## config.mk

```make
export PLATFORM = sky130hd
export DESIGN_NAME = cart_loader
export DESIGN_NICKNAME = d
export VERILOG_FILES = /design/src/rtl/gba_bus_pkg.sv /design/src/rtl/cart_loader.sv
export SDC_FILE = /design/constraint.sdc
export NUM_CORES = 1
export LEC_CHECK = 0
export BUFFER_PORTS_ARGS = -buffer_cell sky130_fd_sc_hd__buf_2
export CORE_MARGIN = 2
export CORE_UTILIZATION = 35
export DETAILED_ROUTE_END_ITERATION = 16
export GPL_TIMING_DRIVEN = 0
export PLACE_DENSITY_LB_ADDON = 0.12
export SYNTH_ARGS = -nofsm -noshare
export SYNTH_HDL_FRONTEND = slang
export SYNTH_SLANG_ARGS = --single-unit
```

## constraint.sdc

```tcl
create_clock -name clk16 -period 4.63 [get_ports clk16]
set_input_delay 0.2315 -clock clk16 [delete_from_list [all_inputs] [get_ports clk16]]
set_output_delay 0.2315 -clock clk16 [all_outputs]
set_load 0.005 [all_outputs]
```

## src/rtl/gba_bus_pkg.sv

```systemverilog
// work-ram bus definitions
// sizes, access widths, request/response structs and the byte-lane rule

package gba_bus_pkg;

    //////////////////////////////////////////////////
    // sizes
    //////////////////////////////////////////////////
    localparam int RAM_WORD_BITS = 12;                // 4k words, 16 KiB
    localparam int ADDR_BITS     = RAM_WORD_BITS + 2; // byte address
    localparam int COUNT_BITS    = 16;                // dma unit count

    typedef logic [ADDR_BITS-1:0]     byte_addr_t;
    typedef logic [RAM_WORD_BITS-1:0] word_addr_t;

    typedef enum logic [1:0] {
        ACC_BYTE = 2'b00,
        ACC_HALF = 2'b01,
        ACC_WORD = 2'b10
    } acc_size_t;

    //////////////////////////////////////////////////
    // bus and command records
    //////////////////////////////////////////////////
    typedef struct packed {
        logic        valid;
        logic        write;
        word_addr_t  addr;
        logic [31:0] wdata;
        logic [3:0]  be;     // one bit per byte lane
    } bus_req_t;

    typedef struct packed {
        logic        done;   // one cycle, rdata valid with it
        logic [31:0] rdata;
    } bus_rsp_t;

    typedef struct packed {
        byte_addr_t            src;
        byte_addr_t            dst;
        logic [COUNT_BITS-1:0] count;  // units, not bytes
        acc_size_t             size;
    } dma_cmd_t;

    typedef struct packed {
        byte_addr_t  addr;
        logic        write;
        acc_size_t   size;
        logic [31:0] wdata;  // already sitting in its lanes
    } cpu_cmd_t;

    // lanes touched by an access of this size at this byte offset
    function automatic logic [3:0] byte_lanes(acc_size_t size, logic [1:0] lo);
        case (size)
            ACC_BYTE: return 4'b0001 << lo;
            ACC_HALF: return lo[1] ? 4'b1100 : 4'b0011;
            ACC_WORD: return 4'b1111;
            default:  return 4'b0000;
        endcase
    endfunction

endpackage

```

## src/rtl/cart_loader.sv

```systemverilog
// cartridge loader
// packs the byte stream little-endian into words, writes them from address 0
// and raises gba_on once the last word is in ram

`timescale 1ns/100ps

module cart_loader (
    input  logic                  clk16,
    input  logic                  resetn,
    input  logic                  loading,
    input  logic [7:0]            loader_data,
    input  logic                  loader_valid,
    output logic                  gba_on,
    output gba_bus_pkg::bus_req_t bus_req,
    input  gba_bus_pkg::bus_rsp_t bus_rsp
);

    logic [31:0]             word_buf;
    logic [1:0]              fill;       // bytes already in word_buf
    gba_bus_pkg::word_addr_t waddr;
    logic                    loading_q;
    logic                    closing;    // loading ended, last write still out
    logic                    on_r;

    logic       first;      // loading just rose
    logic       ending;     // loading just fell
    logic       take;
    logic [1:0] lane;
    logic       full_word;
    logic       last_part;

    assign first     = loading & ~loading_q;
    assign ending    = ~loading & loading_q;
    assign take      = loading & loader_valid;
    assign lane      = first ? 2'd0 : fill;
    assign full_word = take & (lane == 2'd3);
    assign last_part = ending & (fill != 2'd0);

    assign gba_on = on_r & ~loading;   // off as soon as a new load starts

    always_ff @(posedge clk16) begin
        // data path
        if (take)
            word_buf[{lane, 3'b000} +: 8] <= loader_data;
        if (full_word) begin
            bus_req.write <= 1'b1;
            bus_req.addr  <= waddr;
            bus_req.wdata <= {loader_data, word_buf[23:0]};
            bus_req.be    <= 4'b1111;
        end else if (last_part) begin
            bus_req.write <= 1'b1;
            bus_req.addr  <= waddr;
            bus_req.wdata <= word_buf;
            bus_req.be    <= ~(4'b1111 << fill);  // filled lanes only
        end

        // control
        if (!resetn) begin
            bus_req.valid <= 1'b0;
            fill          <= 2'd0;
            waddr         <= '0;
            loading_q     <= 1'b0;
            closing       <= 1'b0;
            on_r          <= 1'b0;
        end else begin
            loading_q <= loading;
            if (bus_rsp.done)
                bus_req.valid <= 1'b0;
            if (full_word || last_part)
                bus_req.valid <= 1'b1;

            if (first) begin
                waddr   <= '0;
                fill    <= 2'd0;
                closing <= 1'b0;
                on_r    <= 1'b0;
            end
            if (take)
                fill <= lane + 2'd1;          // wraps to 0 on a full word
            if (full_word)
                waddr <= waddr + 1'b1;

            if (last_part) begin
                fill    <= 2'd0;
                closing <= 1'b1;
            end else if (ending) begin
                if (bus_req.valid && !bus_rsp.done)
                    closing <= 1'b1;          // wait for the last full word
                else
                    on_r <= 1'b1;
            end

            if (closing && bus_rsp.done) begin
                closing <= 1'b0;
                on_r    <= 1'b1;
            end
        end
    end

endmodule

```

### After elaboration in Yosys (flattened, before gate mapping)

Index checks and enable logic that the tools add are counted.
Widths: inputs -> output; s select.

* equal/unequal tests: 1
* bitwise gates (word level): 10
* multiplexer cells: 18
* reductions and logical operators: 10
* shift operators: 3
* add/subtract/negate cells: 3

Operators by type and width (count)
* $mux 48: 2
* $bwmux 32: 1
* $shift 8x7->32 const A: 1
* $shiftx 8x7->32: 1
* $mux 12: 2
* $add 12x1->12 const B: 1
* $mux 1: 11
* $reduce_bool 2->1: 4
* $neg 5->7: 1
* $and 1x1->1: 6
* $mux 2: 2
* $not 4->4: 1
* $reduce_or 2->1: 2
* $shl 4x2->4 const A: 1
* $not 1->1: 3
* $add 2x1->2 const B: 1
* $eq 2x2->1 const B: 1
* $logic_and 1x1->1: 2
* $logic_not 1->1: 1
* $logic_or 1x1->1: 1

* word-level logic and storage cells: 55
* flip-flop bits (word level): 98
* output and inout bits: 51

### Longest topological paths before layout

Gate-level depths: netlist of run 1.

* depth after elaboration: 7
* mapped depth: 8

### Least setup slack after synthesis of run 1

Ideal clock, no wire load.

* kind: flip-flop to flip-flop
* start point: reg loading_q
* end point: reg word_buf[24], data pin
* setup slack: 2.804 ns
* data required time: 4.497 ns
* data arrival time: 1.693 ns
* clock period less this slack: 1.826 ns
* path buffers: 1
* stages on the path, launching flop included: 8
* path through: dfxtp_1 -> buf_4 -> nand2b_2 -> nand2_1 -> inv_1 -> ha_1 -> nor3b_1 -> and2_1

* cells in the longest elaborated chain, start to end: 6
* elaborated cells on any way between the ends: 7

Ends and longest elaborated chain
* start: declaration: line cart_loader.sv:21 `logic loading_q;`
* start signal: assignment: line cart_loader.sv:66 `loading_q <= loading;`
* $not 1->1 (*): line cart_loader.sv:32 `assign first = loading & ~loading_q;`
* $and 1x1->1 (*): line cart_loader.sv:32
* $mux 2 (*)
* $neg 5->7 (*): line cart_loader.sv:44 `word_buf[{lane, 3'b000} +: 8] <= loader_data;`
* $shiftx 8x7->32 or $shift 8x7->32 (tied branches): line cart_loader.sv:44
* $bwmux 32 (*): line cart_loader.sv:44
* end signal: indexed assignment: line cart_loader.sv:44
* end: declaration: line cart_loader.sv:18 `logic [31:0] word_buf;`

Mark *: on every way between the ends. The rest lies on a longest branch, timed or not.
A chain may end at the register's enable or synchronous reset.

### Worst setup path after layout of run 1

* start point: reg loading_q
* end point: reg word_buf[27], data pin

The elaborated chain is that of the path after synthesis.

==> results of run 1 <==
-- path summary, 6_finish.rpt --
| check | start | endpoint | slack [ps] |
|---|---|---|---|
| hold reg to reg | bus_req[3] | bus_req[3] | 450 |
| setup / recovery | loading_q | word_buf[27] | 2240 |
| hold / removal | resetn | waddr[5] | 190 |
| setup reg to reg | loading_q | word_buf[27] | 2240 |
-- worst reg2reg max path, delay by kind of cell, from the launching register on --
kind	cells	cell delay (ps)
and+or+nand+nor	4	1380
adders and majority gates	1	360
DFF	1	300
buffers and inverters	2	220
-- final cells by class --
| type | instances | share of cell area |
|---|---|---|
| flip-flops and latches | 98 | 0.5630 |
| inverters | 4 | 0.004140 |
| plain buffers | 15 | 0.02329 |
| multi-input cells | 185 | 0.2484 |
| repair buffers | 62 | 0.06417 |
| clock inverters | 6 | 0.01345 |
| well taps | 143 | 0.03700 |
| clock buffers | 9 | 0.04657 |
-- metal layers --
layer | routed length [µm] | vias up | global-route usage
li1 | - | 1221 | -
met1 | 3780 | 1137 | 0.1850
met2 | 3350 | 57 | 0.1810
met3 | 408 | 11 | 0.03647
met4 | 116 | 0 | 0.04691
met5 | 0 | - | 0
-- stage by stage --
stage | hold slack [ps] | area [µm²] | power, W | setup WS (ps) | utilization
2_1_floorplan | 383.0 | 4056 | 0.001017 | 2804 | -
3_3_place_gp | 432.1 | 4546 | 0.001049 | 2198 | 0.3998
4_1_cts | 182.9 | 4836 | 0.001785 | 2216 | 0.4253
3_5_place_dp | 442.0 | 4546 | 0.001050 | 2233 | 0.3998
6_report | 188.5 | 4836 | 0.001770 | 2244 | 0.4253
5_1_grt | 193.3 | 4836 | 0.001829 | 2014 | 0.4253
-- synth_stat cells (2+ instances only) --
cell	count	area [µm²]
sky130_fd_sc_hd__nand2b_1	4	25.02
sky130_fd_sc_hd__o211ai_1	2	15.01
sky130_fd_sc_hd__and2_1	69	431.7
sky130_fd_sc_hd__nand2_1	21	78.83
sky130_fd_sc_hd__dfxtp_1	22	440.4
sky130_fd_sc_hd__edfxtp_1	76	2282
sky130_fd_sc_hd__nand4_1	3	18.77
sky130_fd_sc_hd__buf_6	4	45.04
sky130_fd_sc_hd__ha_1	4	50.05
sky130_fd_sc_hd__nand3_1	13	65.06
sky130_fd_sc_hd__buf_2	3	15.01
sky130_fd_sc_hd__nand2b_2	2	17.52
sky130_fd_sc_hd__buf_4	3	22.52
sky130_fd_sc_hd__a21oi_1	6	30.03
sky130_fd_sc_hd__mux2i_1	4	40.04
sky130_fd_sc_hd__nor2b_1	6	37.54
sky130_fd_sc_hd__nor2_1	2	7.510
sky130_fd_sc_hd__o21a_1	2	15.01
sky130_fd_sc_hd__a22o_1	8	70.07
sky130_fd_sc_hd__and3_1	5	31.28
sky130_fd_sc_hd__o21ai_0	5	25.02
sky130_fd_sc_hd__or2_1	2	12.51
sky130_fd_sc_hd__clkbuf_1	4	15.01
sky130_fd_sc_hd__inv_1	3	11.26
sky130_fd_sc_hd__nor3_1	2	10.01
-- power groups by stage --
stage | Combinational (W) | Clock, W | Sequential, W
finish | 0.0000688 | 0.000741 | 0.000960
global route | 0.0000778 | 0.000790 | 0.000961
CTS | 0.0000705 | 0.000754 | 0.000961
detailed placement | 0.0000702 | 0 | 0.000980
global placement | 0.0000698 | 0 | 0.000980
floorplan | 0.0000369 | 0 | 0.000980
-- cells by family (layout without fill, tap and decap cells) --
kind of cell / count (synthesis) / in the layout / synth area share
DFF: 98 / 98 / 0.6712
adders and majority gates: 4 / 4 / 0.01234
xor gates and xnor gates: 2 / 2 / 0.004319
muxes: 4 / 4 / 0.009871
buffers and inverters: 19 / 96 / 0.03269
and+or+nand+nor: 141 / 141 / 0.2088
AOI/OAI and AO/OA: 33 / 33 / 0.05984
other: 1 / 1 / 0.0009245
-- flip-flops by register name, summed over array words and instances, names as in the netlist --
register / flops
bus_req: 49
closing: 1
fill: 2
loading_q: 1
on_r: 1
waddr: 12
word_buf: 32
==> impl_results.md, run 1 <==
- Inserted Diodes: 0
- Combinational share of power: 0.039
- Final critical-path share of the clock period: 0.5153
- Maximum number of pins on one net before global-route repair: 54
- Post-placement cell count: 507
- Shortest period the worst path allows: ~2400 ps
- Worst path bufs/invs: 2
- VDD IR-drop max: approximately 190 µV
- Number of iterations in the first detailed-routing pass: 4
- Area of combinational cells with multiple inputs: 1201 µm²
- Mean number of vias per cell: 4.648
- Clock slew at reported path FFs: about 70 ps
- Final weighted congestion in routability-driven placement: 0.7728
- Final Hold Violating Endpoints: 0
- Max cap viols: 0
- TritonCTS clock tree: yes
- Routed len/inst: 14.67 µm
- Number of distinct standard cells referenced by the synthesized netlist: 52
- Commonest cells after routing, fill and taps aside: sky130_fd_sc_hd__edfxtp_1 (76), sky130_fd_sc_hd__and2_1 (69), sky130_fd_sc_hd__buf_2 (65), sky130_fd_sc_hd__dfxtp_1 (22), sky130_fd_sc_hd__nand2_1 (21)
- Global-route wire length before repair: between 10000 and 15000 µm
- Worst slew margin relative to its limit: 0.3688
- Total length of routed wires: 7656 µm
- Post-Route Skew: 7.218 ps
- Critical path's slowest cell: sky130_fd_sc_hd__nor3b_1
- Internal portion of total power: roughly 0.0014 W
- RSZ-0062 raised after global routing: no
- Synth Area per Inst: 13.43 µm²
- Die footprint: between 10000 and 15000 µm²
- Effective utilization at floorplan: 0.3568
- Achievable frequency: roughly 420 MHz
- # rows: 39
- Non-filler cells, final: roughly 520
- Syn nets: 351
- Net count of the finished layout: 424
- Sequential cell fraction of total power: 0.543
- Share of final-layout standard cells stronger than drive strength 1: 0.2559
- Setup Viol. Count Final: 0
- Maximum clock insertion buffer count: 2
- Dominant delay contributor by cell family on the critical path: simple AND/OR/NAND/NOR gates
- Number of antenna violations at the first check in global routing: 0
- DIE HEIGHT: 111.7 µm
- Area overhead of the layout relative to synthesis: 19.22%
- Number of remaining DRC errors: 0
- Setup Total Neg Slack: 0 ps
- Warnings from Yosys: 0
- Number of fillers in the final layout: 1095
- Maximum fanout encountered on the critical timing path: 9
- Cell depth of the worst setup path: 7
- Switching Fraction: 0.2088
- Endpoint arrival time on the critical path: roughly 2600 ps
- Total area of sequential cells: 2723 µm²
- Pleak: 1.889 nW
- Mapped Cells: 302
- Kind of critical path: reg -> reg
- Critical path, cell by cell: buf_4 -> nand2b_2 -> nand2_1 -> inv_1 -> ha_1 -> nor3b_1 -> and2_1
- Global-route usage over all layers: 0.1272
- Class of the most critical hold timing path: in -> reg
- PwrDens: 365.9 nW/µm²
- Via count of the first global-routing pass: 2309
- Number of buffers created by CTS: 9
- CP startpoint kind: flop
- Slew at the pin closest to its max-slew limit: 944.8 ps
- Core box area: roughly 11000 µm²
- Critical path endpoint category: flop
- Slowest cell delay on critical path: 790 ps
- Number of flip-flops and latches in the synthesized netlist: 98
- Clock latency of the later-clocked register in the worst-skew pair: 340 ps
- Sequential cell area fraction in the yosys report: 0.6712
- Detailed Route Iter0 Violations: 102
- Power share of the clock group: 0.419
- Sinks on Clock Net: 98
- Post-Syn Area: 4056 µm²
- Net switching power of the design: approximately 0.00037 W
- Final ANT Viol Nets: 0
- Vias: ~2400
- Number of levels the H-tree was split into: 3
- Ys flop type: sky130_fd_sc_hd__edfxtp_1
- Worst hold path depth: 3
- Number of buffers inserted by hold repair at cts: 0
- Number of enable-type register cells in the synthesized netlist: 76
- Port-buffer cells: 62
- Post-CTS sizing: 0
- Final-report max-slew violation count: 0
- Worst-case reg-to-reg path depth: 7
- CTS Root Cell: sky130_fd_sc_hd__clkbuf_16
- Worst endpoint required time: 4840 ps
- Number of primary I/O pins: 96
- Fraction of registers with async set or reset after synthesis: 0
- HPWL after detailed placement: 5289 µm
- Post-CTS setup buffer count: 0
- Horizontal extent of the die: roughly 110 µm
- Run status: completed
- Most common cell after layout, fill and taps aside: sky130_fd_sc_hd__edfxtp_1
- Grt total ovfl: 0
No activity file was read; power rests on OpenSTA's default activity.
==> run 2: changes to the inputs <==
- clock period: 4.63 -> 2.2 ns (I/O delays scaled with it)
==> run 2 against run 1 <==
Via count decreased by 0.12%. Clock skew about the same. Final area increased by 0.60%. Cell count unchanged. Non-clock buffer count unchanged. Register-to-register slack got worse by 2100 ps. Maximum frequency increased by 17%. Highest routed layer unchanged. Routed wire length decreased by 0.13%. Critical path depth unchanged. Utilization increased by 0.25 points.
==> impl_results.md, run 2 (synthesis gave the netlist of run 1 again) <==
- Horizontal extent of the die: 111.7 µm (unchanged)
- Post-Route Skew: 6.986 ps (was 7.218 ps)
- Routed len/inst: 14.65 µm (was 14.67 µm)
- Area overhead of the layout relative to synthesis: 19.93% (was 19.22%)
- Final design instance area without fill: 4865 µm² (was 4836 µm²)
- Startpoint of the tightest hold check path: resetn (unchanged)
- Final critical-path share of the clock period: 0.9286 (was 0.5153)
- Final weighted congestion in routability-driven placement: 0.7728 (unchanged)
- Total Power: 0.003728 W (was 0.001770 W)
- Detailed Route Iter0 Violations: 110 (was 102)
- Hold Path Sink: waddr[5] (unchanged)
- Global-route usage over all layers: 0.1272 (unchanged)
- Core box area: 11370 µm² (unchanged)
- Slowest cell delay on critical path: 410 ps (was 790 ps)
- Inserted Diodes: 0 (unchanged)
- DIE HEIGHT: 111.7 µm (unchanged)
- Number of buffers created by CTS: 9 (unchanged)
- Worst-case reg-to-reg path depth: 7 (unchanged)
- Mean number of vias per cell: 4.642 (was 4.648)
- Combinational share of power: 0.040 (was 0.039)
- Worst slew margin relative to its limit: 0.4063 (was 0.3688)
- Shortest period the worst path allows: 2043 ps (was 2386 ps)
- Number of levels the H-tree was split into: 3 (unchanged)
- Commonest cells after routing, fill and taps aside: sky130_fd_sc_hd__edfxtp_1 (76), sky130_fd_sc_hd__and2_1 (69), sky130_fd_sc_hd__buf_2 (65), sky130_fd_sc_hd__dfxtp_1 (22), sky130_fd_sc_hd__nand2_1 (21) (unchanged)
- Final Hold Slack: 66.20 ps (was 188.5 ps)
- VDD IR-drop max: 408.1 µV (was 193.8 µV)
- Global-route wire length before repair: 12360 µm (was 12350 µm)
- R2r startpoint: loading_q (unchanged)
- RSZ-0062 raised after global routing: yes (was no)
- Setup Viol. Count Final: 0 (unchanged)
- Final-report max-slew violation count: 0 (unchanged)
- Number of primary I/O pins: 96 (unchanged)
- Die footprint: 12470 µm² (unchanged)
- HPWL after detailed placement: 5289 µm (unchanged)
- CP startpoint kind: flop (unchanged)
- CTS Root Cell: sky130_fd_sc_hd__clkbuf_16 (unchanged)
- Number of remaining DRC errors: 0 (unchanged)
- Core Util, Final: 0.4279 (was 0.4253)
- Worst slack at placement: -197.4 ps (was 2233 ps)
- Final Hold Violating Endpoints: 0 (unchanged)
- Dominant delay contributor by cell family on the critical path: simple AND/OR/NAND/NOR gates (unchanged)
- Net switching power of the design: 0.0007802 W (was 0.0003694 W)
- Critical path's slowest cell: sky130_fd_sc_hd__ha_1 (was sky130_fd_sc_hd__nor3b_1)
- Power share of the clock group: 0.418 (was 0.419)
- Port-buffer cells: 62 (unchanged)
- Max cap viols: 0 (unchanged)
- Grt total ovfl: 0 (unchanged)
- Maximum number of pins on one net before global-route repair: 54 (unchanged)
- Number of iterations in the first detailed-routing pass: 4 (unchanged)
- Achievable frequency: 489.5 MHz (was 419.1 MHz)
- Number of antenna violations at the first check in global routing: 0 (unchanged)
- Maximum fanout encountered on the critical timing path: 9 (unchanged)
- Via count of the first global-routing pass: 2311 (was 2309)
- Most common cell after layout, fill and taps aside: sky130_fd_sc_hd__edfxtp_1 (unchanged)
- Slew at the pin closest to its max-slew limit: 890.6 ps (was 944.8 ps)
- Pleak: 1.895 nW (was 1.889 nW)
- Critical path, cell by cell: buf_4 -> nand2b_2 -> nand2_1 -> inv_1 -> ha_1 -> nor3b_4 -> and2_1 (was buf_4 -> nand2b_2 -> nand2_1 -> inv_1 -> ha_1 -> nor3b_1 -> and2_1)
- Vias: 2423 (was 2426)
- Endpoint arrival time on the critical path: 2250 ps (was 2590 ps)
- Share of final-layout standard cells stronger than drive strength 1: 0.2639 (was 0.2559)
- Worst hold path depth: 3 (unchanged)
- Sequential cell fraction of total power: 0.542 (was 0.543)
- Worst endpoint required time: 2410 ps (was 4840 ps)
- Critical path endpoint category: flop (unchanged)
- Sinks on Clock Net: 98 (unchanged)
- # rows: 39 (unchanged)
- Effective utilization at floorplan: 0.3568 (unchanged)
- Switching Fraction: 0.2093 (was 0.2088)
- Clock slew at reported path FFs: 70 ps (about the same)
- Class of the most critical hold timing path: in -> reg (unchanged)
- Worst-case setup margin in the final layout: 157.0 ps (was 2244 ps)
- Internal portion of total power: 0.002948 W (was 0.001400 W)
- Biggest regs: bus_req (49), word_buf (32), waddr (12) (unchanged)
- Total cell area at the placement stage: 4546 µm² (unchanged)
- Total length of routed wires: 7646 µm (was 7656 µm)
- Setup slack of the most critical reg-to-reg path: 160 ps (was 2240 ps)
- PwrDens: 766.4 nW/µm² (was 365.9 nW/µm²)
- Clock latency of the later-clocked register in the worst-skew pair: 340 ps (about the same)
- Final ANT Viol Nets: 0 (unchanged)
- Run status: completed (unchanged)
- Endpoint of the most critical register-to-register path: word_buf[27] (unchanged)
- Number of buffers inserted by hold repair at cts: 0 (unchanged)
- TritonCTS clock tree: yes (unchanged)
- Net count of the finished layout: 424 (unchanged)
- Most flops, register: bus_req (unchanged)
- Flip-flop count of the largest register, all copies and words added: 49 (unchanged)
- Maximum clock insertion buffer count: 2 (unchanged)
- Worst path bufs/invs: 2 (unchanged)
- Kind of critical path: reg -> reg (unchanged)
[run 2: how the worst max path moves through the flow]
| stage | from | end | slack, ps | cells after the start |
|---|---|---|---|---|
| final | loading_q | word_buf[27] | 160 | 7 |
| after global routing | loading_q | word_buf[9] | -30 | 7 |
| after CTS | loading_q | word_buf[20] | 50 | 7 |
| after detailed placement | loading_q | word_buf[27] | -200 | 7 |
| after global placement | loading_q | word_buf[31] | -230 | 7 |
| after floorplan | loading_q | word_buf[24] | 370 | 7 |
[run 2: routing by layer]
| metal | GRT usage | wire, µm | vias to the layer above |
|---|---|---|---|
| met5 | 0 | 0 | - |
| met4 | 0.04691 | 116 | 0 |
| met3 | 0.03647 | 350 | 11 |
| met2 | 0.1810 | 3360 | 44 |
| met1 | 0.1850 | 3818 | 1148 |
| li1 | - | - | 1220 |
[run 2: stage by stage]
stage          cells  setup TNS, ps
6_report         522              0
3_5_place_dp     507          -1706
3_3_place_gp     507          -1982
4_1_cts          522              0
2_1_floorplan    302              0
5_1_grt          522         -149.7
[run 2: cell type report]
| cell class | instances | area [µm²] |
|---|---|---|
| Clock inverter | 6 | 65.06 |
| Clock buffer | 9 | 225.2 |
| Timing Repair Buffer | 62 | 310.3 |
| Buffer | 15 | 112.6 |
| Tap cell | 143 | 178.9 |
| Multi-Input combinational cell | 185 | 1230 |
| Inverter | 4 | 20.02 |
| Sequential cell | 98 | 2723 |
| Fill cell | 1095 | 6505 |
[run 2: what timing repair did]
| action | CTS | global route |
|---|---|---|
| setup endpoints to repair | 16 | 24 |
| setup buffers | 0 | 0 |
| gates resized for setup | 2 | 3 |
| pin swaps | 0 | 1 |
| hold endpoints to repair | 0 | 0 |
| gates cloned | 0 | 0 |
[run 2: power by group through the flow]
| stage | sequential (W) | clock, W | combinational (W) |
|---|---|---|---|
| floorplan | 0.00206 | 0 | 0.0000776 |
| global placement | 0.00206 | 0 | 0.000147 |
| detailed placement | 0.00206 | 0 | 0.000148 |
| CTS | 0.00202 | 0.00159 | 0.000149 |
| global route | 0.00202 | 0.00166 | 0.000169 |
| finish | 0.00202 | 0.00156 | 0.000149 |
[run 2: worst register-to-register path, stage by stage (launching register included)]
cell and delay (ps):
sky130_fd_sc_hd__dfxtp_1 300, sky130_fd_sc_hd__buf_4 160, sky130_fd_sc_hd__nand2b_2 200, sky130_fd_sc_hd__nand2_1 190
sky130_fd_sc_hd__inv_1 70, sky130_fd_sc_hd__ha_1 410, sky130_fd_sc_hd__nor3b_4 400, sky130_fd_sc_hd__and2_1 190
==> run 3: changes to the inputs <==
- PLACE_DENSITY_LB_ADDON: 0.12 -> default
==> run 3 against run 2 <==
Register-to-register slack barely moved. Critical path depth unchanged. Final area fell by 0.44%. Routed wire length decreased by 1.9%. Clock skew shrank 1.6 ps. First-iteration DRC count is 14% higher. Utilization down 0.19 points. Non-clock buffer count is the same. Maximum frequency is essentially flat. Cell count increased by 0.19%. Setup slack better by 1.7 ps. Critical path type unchanged. Largest power group unchanged. Via count grew 0.91%.
==> impl_results.md, run 3 (synthesis gave the netlist of run 1 again) <==
- Run status: completed (unchanged)
- R2r startpoint: loading_q (unchanged)
- Mean number of vias per cell: 4.675 (was 4.642)
- Most common cell after layout, fill and taps aside: sky130_fd_sc_hd__edfxtp_1 (unchanged)
- Horizontal extent of the die: 111.7 µm (unchanged)
- Number of levels the H-tree was split into: 3 (unchanged)
- Port-buffer cells: 62 (unchanged)
- Worst path bufs/invs: 2 (unchanged)
- Biggest regs: bus_req (49), word_buf (32), waddr (12) (unchanged)
- Inserted Diodes: 0 (unchanged)
- Worst-case reg-to-reg path depth: 7 (unchanged)
- Post-placement cell count: 507 (unchanged)
- Non-filler cells, final: 523 (was 522)
- Share of final-layout standard cells stronger than drive strength 1: 0.2632 (was 0.2639)
- Endpoint arrival time on the critical path: 2250 ps (about the same)
- Maximum number of pins on one net before global-route repair: 54 (unchanged)
- Pleak: 1.886 nW (was 1.895 nW)
- Post-Route Skew: 5.343 ps (was 6.986 ps)
- Achievable frequency: 489.9 MHz (was 489.5 MHz)
- CTS Root Cell: sky130_fd_sc_hd__clkbuf_16 (unchanged)
- Net switching power of the design: 0.0007568 W (was 0.0007802 W)
- Sinks on Clock Net: 98 (unchanged)
- Via count of the first global-routing pass: 2416 (was 2311)
- DIE HEIGHT: 111.7 µm (unchanged)
- TritonCTS clock tree: yes (unchanged)
- Shortest period the worst path allows: 2041 ps (was 2043 ps)
- Number of primary I/O pins: 96 (unchanged)
- Routed len/inst: 14.34 µm (was 14.65 µm)
- Most flops, register: bus_req (unchanged)
- Sequential cell fraction of total power: 0.563 (was 0.542)
- Critical path, cell by cell: buf_4 -> nand2b_2 -> nand2_1 -> inv_1 -> ha_1 -> nor4_4 -> and2_1 (was buf_4 -> nand2b_2 -> nand2_1 -> inv_1 -> ha_1 -> nor3b_4 -> and2_1)
- Power share of the clock group: 0.394 (was 0.418)
- Net count of the finished layout: 424 (unchanged)
- Critical path endpoint: word_buf[16] (was word_buf[27])
- Endpoint of the most critical register-to-register path: word_buf[16] (was word_buf[27])
- Clock slew at reported path FFs: 60 ps (was 70 ps)
- Number of remaining DRC errors: 0 (unchanged)
- CP startpoint kind: flop (unchanged)
- Commonest cells after routing, fill and taps aside: sky130_fd_sc_hd__edfxtp_1 (76), sky130_fd_sc_hd__and2_1 (69), sky130_fd_sc_hd__buf_2 (65), sky130_fd_sc_hd__dfxtp_1 (22), sky130_fd_sc_hd__nand2_1 (21) (unchanged)
- Worst setup startpoint: loading_q (unchanged)
- Critical path endpoint category: flop (unchanged)
- Dominant delay contributor by cell family on the critical path: simple AND/OR/NAND/NOR gates (unchanged)
- Flip-flop count of the largest register, all copies and words added: 49 (unchanged)
- Setup slack of the most critical reg-to-reg path: 160 ps (about the same)
- Core box area: 11370 µm² (unchanged)
- Class of the most critical hold timing path: in -> reg (unchanged)
- Number of iterations in the first detailed-routing pass: 4 (unchanged)
- VDD IR-drop max: 346.0 µV (was 408.1 µV)
- Die footprint: 12470 µm² (unchanged)
- Final Hold Violating Endpoints: 0 (unchanged)
- # rows: 39 (unchanged)
- HPWL after detailed placement: 5209 µm (was 5289 µm)
- Maximum fanout encountered on the critical timing path: 9 (unchanged)
- Detailed Route Iter0 Violations: 125 (was 110)
- Worst slew margin relative to its limit: 0.4201 (was 0.4063)
- Internal portion of total power: 0.002833 W (was 0.002948 W)
- Startpoint of the tightest hold check path: resetn (unchanged)
- Post-CTS setup buffer count: 0 (unchanged)
- Effective utilization at floorplan: 0.3568 (unchanged)
- PwrDens: 741.2 nW/µm² (was 766.4 nW/µm²)
- Max cap viols: 0 (unchanged)
- Grt total ovfl: 0 (unchanged)
- Kind of critical path: reg -> reg (unchanged)
- Number of buffers created by CTS: 9 (unchanged)
- Final Hold Slack: 87.00 ps (was 66.20 ps)
- Slowest cell delay on critical path: 420 ps (was 410 ps)
- Area overhead of the layout relative to synthesis: 19.40% (was 19.93%)
- Setup Viol. Count Final: 0 (unchanged)
- Global-route usage over all layers: 0.1276 (was 0.1272)
- Number of antenna violations at the first check in global routing: 0 (unchanged)
- Total Power: 0.003590 W (was 0.003728 W)
- Slew at the pin closest to its max-slew limit: 869.8 ps (was 890.6 ps)
- Final-report max-slew violation count: 0 (unchanged)
- Global-route wire length before repair: 12280 µm (was 12360 µm)
- Final weighted congestion in routability-driven placement: 0.7902 (was 0.7728)
- Combinational share of power: 0.042 (was 0.040)
- Vias: 2445 (was 2423)
- Final critical-path share of the clock period: 0.9278 (was 0.9286)
- Number of fillers in the final layout: 1074 (was 1095)
- Clock latency of the later-clocked register in the worst-skew pair: 340 ps (about the same)
- Critical path's slowest cell: sky130_fd_sc_hd__nor4_4 (was sky130_fd_sc_hd__ha_1)
- Worst endpoint required time: 2410 ps (about the same)
- Total length of routed wires: 7498 µm (was 7646 µm)
- Cell depth of the worst setup path: 7 (unchanged)
- Final ANT Viol Nets: 0 (unchanged)
- Switching Fraction: 0.2108 (was 0.2093)
- Maximum clock insertion buffer count: 2 (unchanged)
## run 3: cell count changes in the layout (fill, tap and decap cells not counted)
| cell | change |
|---|---|
| sky130_fd_sc_hd__bufinv_16 | -1 |
| sky130_fd_sc_hd__clkinv_1 | +1 |
| sky130_fd_sc_hd__clkinv_2 | +1 |
## run 3: per-layer routing
layer / vias up / track usage / part of all wire
li1: 1227 / - / -
met1: 1161 / 0.1688 / 0.47
met2: 47 / 0.1927 / 0.46
met3: 10 / 0.03375 / 0.044
met4: 0 / 0.06831 / 0.021
met5: - / 0 / 0
## run 3: worst min-delay path by stage
stage | slack [ps] | depth (start not counted) | to
finish | 90 | 3 | waddr[11]
CTS | 70 | 3 | waddr[11]
global placement | 430 | 1 | bus_req[0]
detailed placement | 430 | 1 | bus_req[0]
floorplan | 260 | 2 | waddr[11]
global route | 100 | 3 | waddr[5]
## run 3: area by class of cell
class,count,area (µm²),area share
clock inverter,7,43.79,0.009042
inverter,4,20.02,0.004133
timing repair buffer,62,310.3,0.06407
tap,143,178.9,0.03694
buffer,15,112.6,0.02325
clock buffer,9,225.2,0.04650
sequential,98,2723,0.5621
multi-input combinational,185,1230,0.2539
## run 3: power by group through the flow
stage,registers (W),clock network [W],logic (W)
2_1_floorplan,0.00206,0,0.0000776
4_1_cts,0.00202,0.00146,0.000150
3_5_place_dp,0.00206,0,0.000148
5_1_grt,0.00202,0.00154,0.000172
6_report,0.00202,0.00142,0.000153
3_3_place_gp,0.00206,0,0.000147
## run 3: worst min-delay path: cells and delay by family
| kind | cells | cell delay (ps) |
|---|---|---|
| simple gates | 1 | 70 |
| buf+inv | 1 | 140 |
| mux | 1 | 50 |
## run 3: per-stage QoR
stage / util / cell area (µm²) / setup TNS, ps / setup slack [ps]
floorplan: - / 4056 / 0 / 374.1
global placement: 0.3998 / 4546 / 0 / 40.79
detailed placement: 0.3998 / 4546 / -141.8 / -27.83
CTS: 0.4239 / 4820 / 0 / 36.22
global route: 0.4260 / 4843 / -12.77 / -12.77
finish: 0.4260 / 4843 / 0 / 158.7
## run 3: timing repair
item	CTS	global route
pin swaps	0	0
setup endpoints to repair	8	24
hold buffers	0	0
resized for setup	1	4
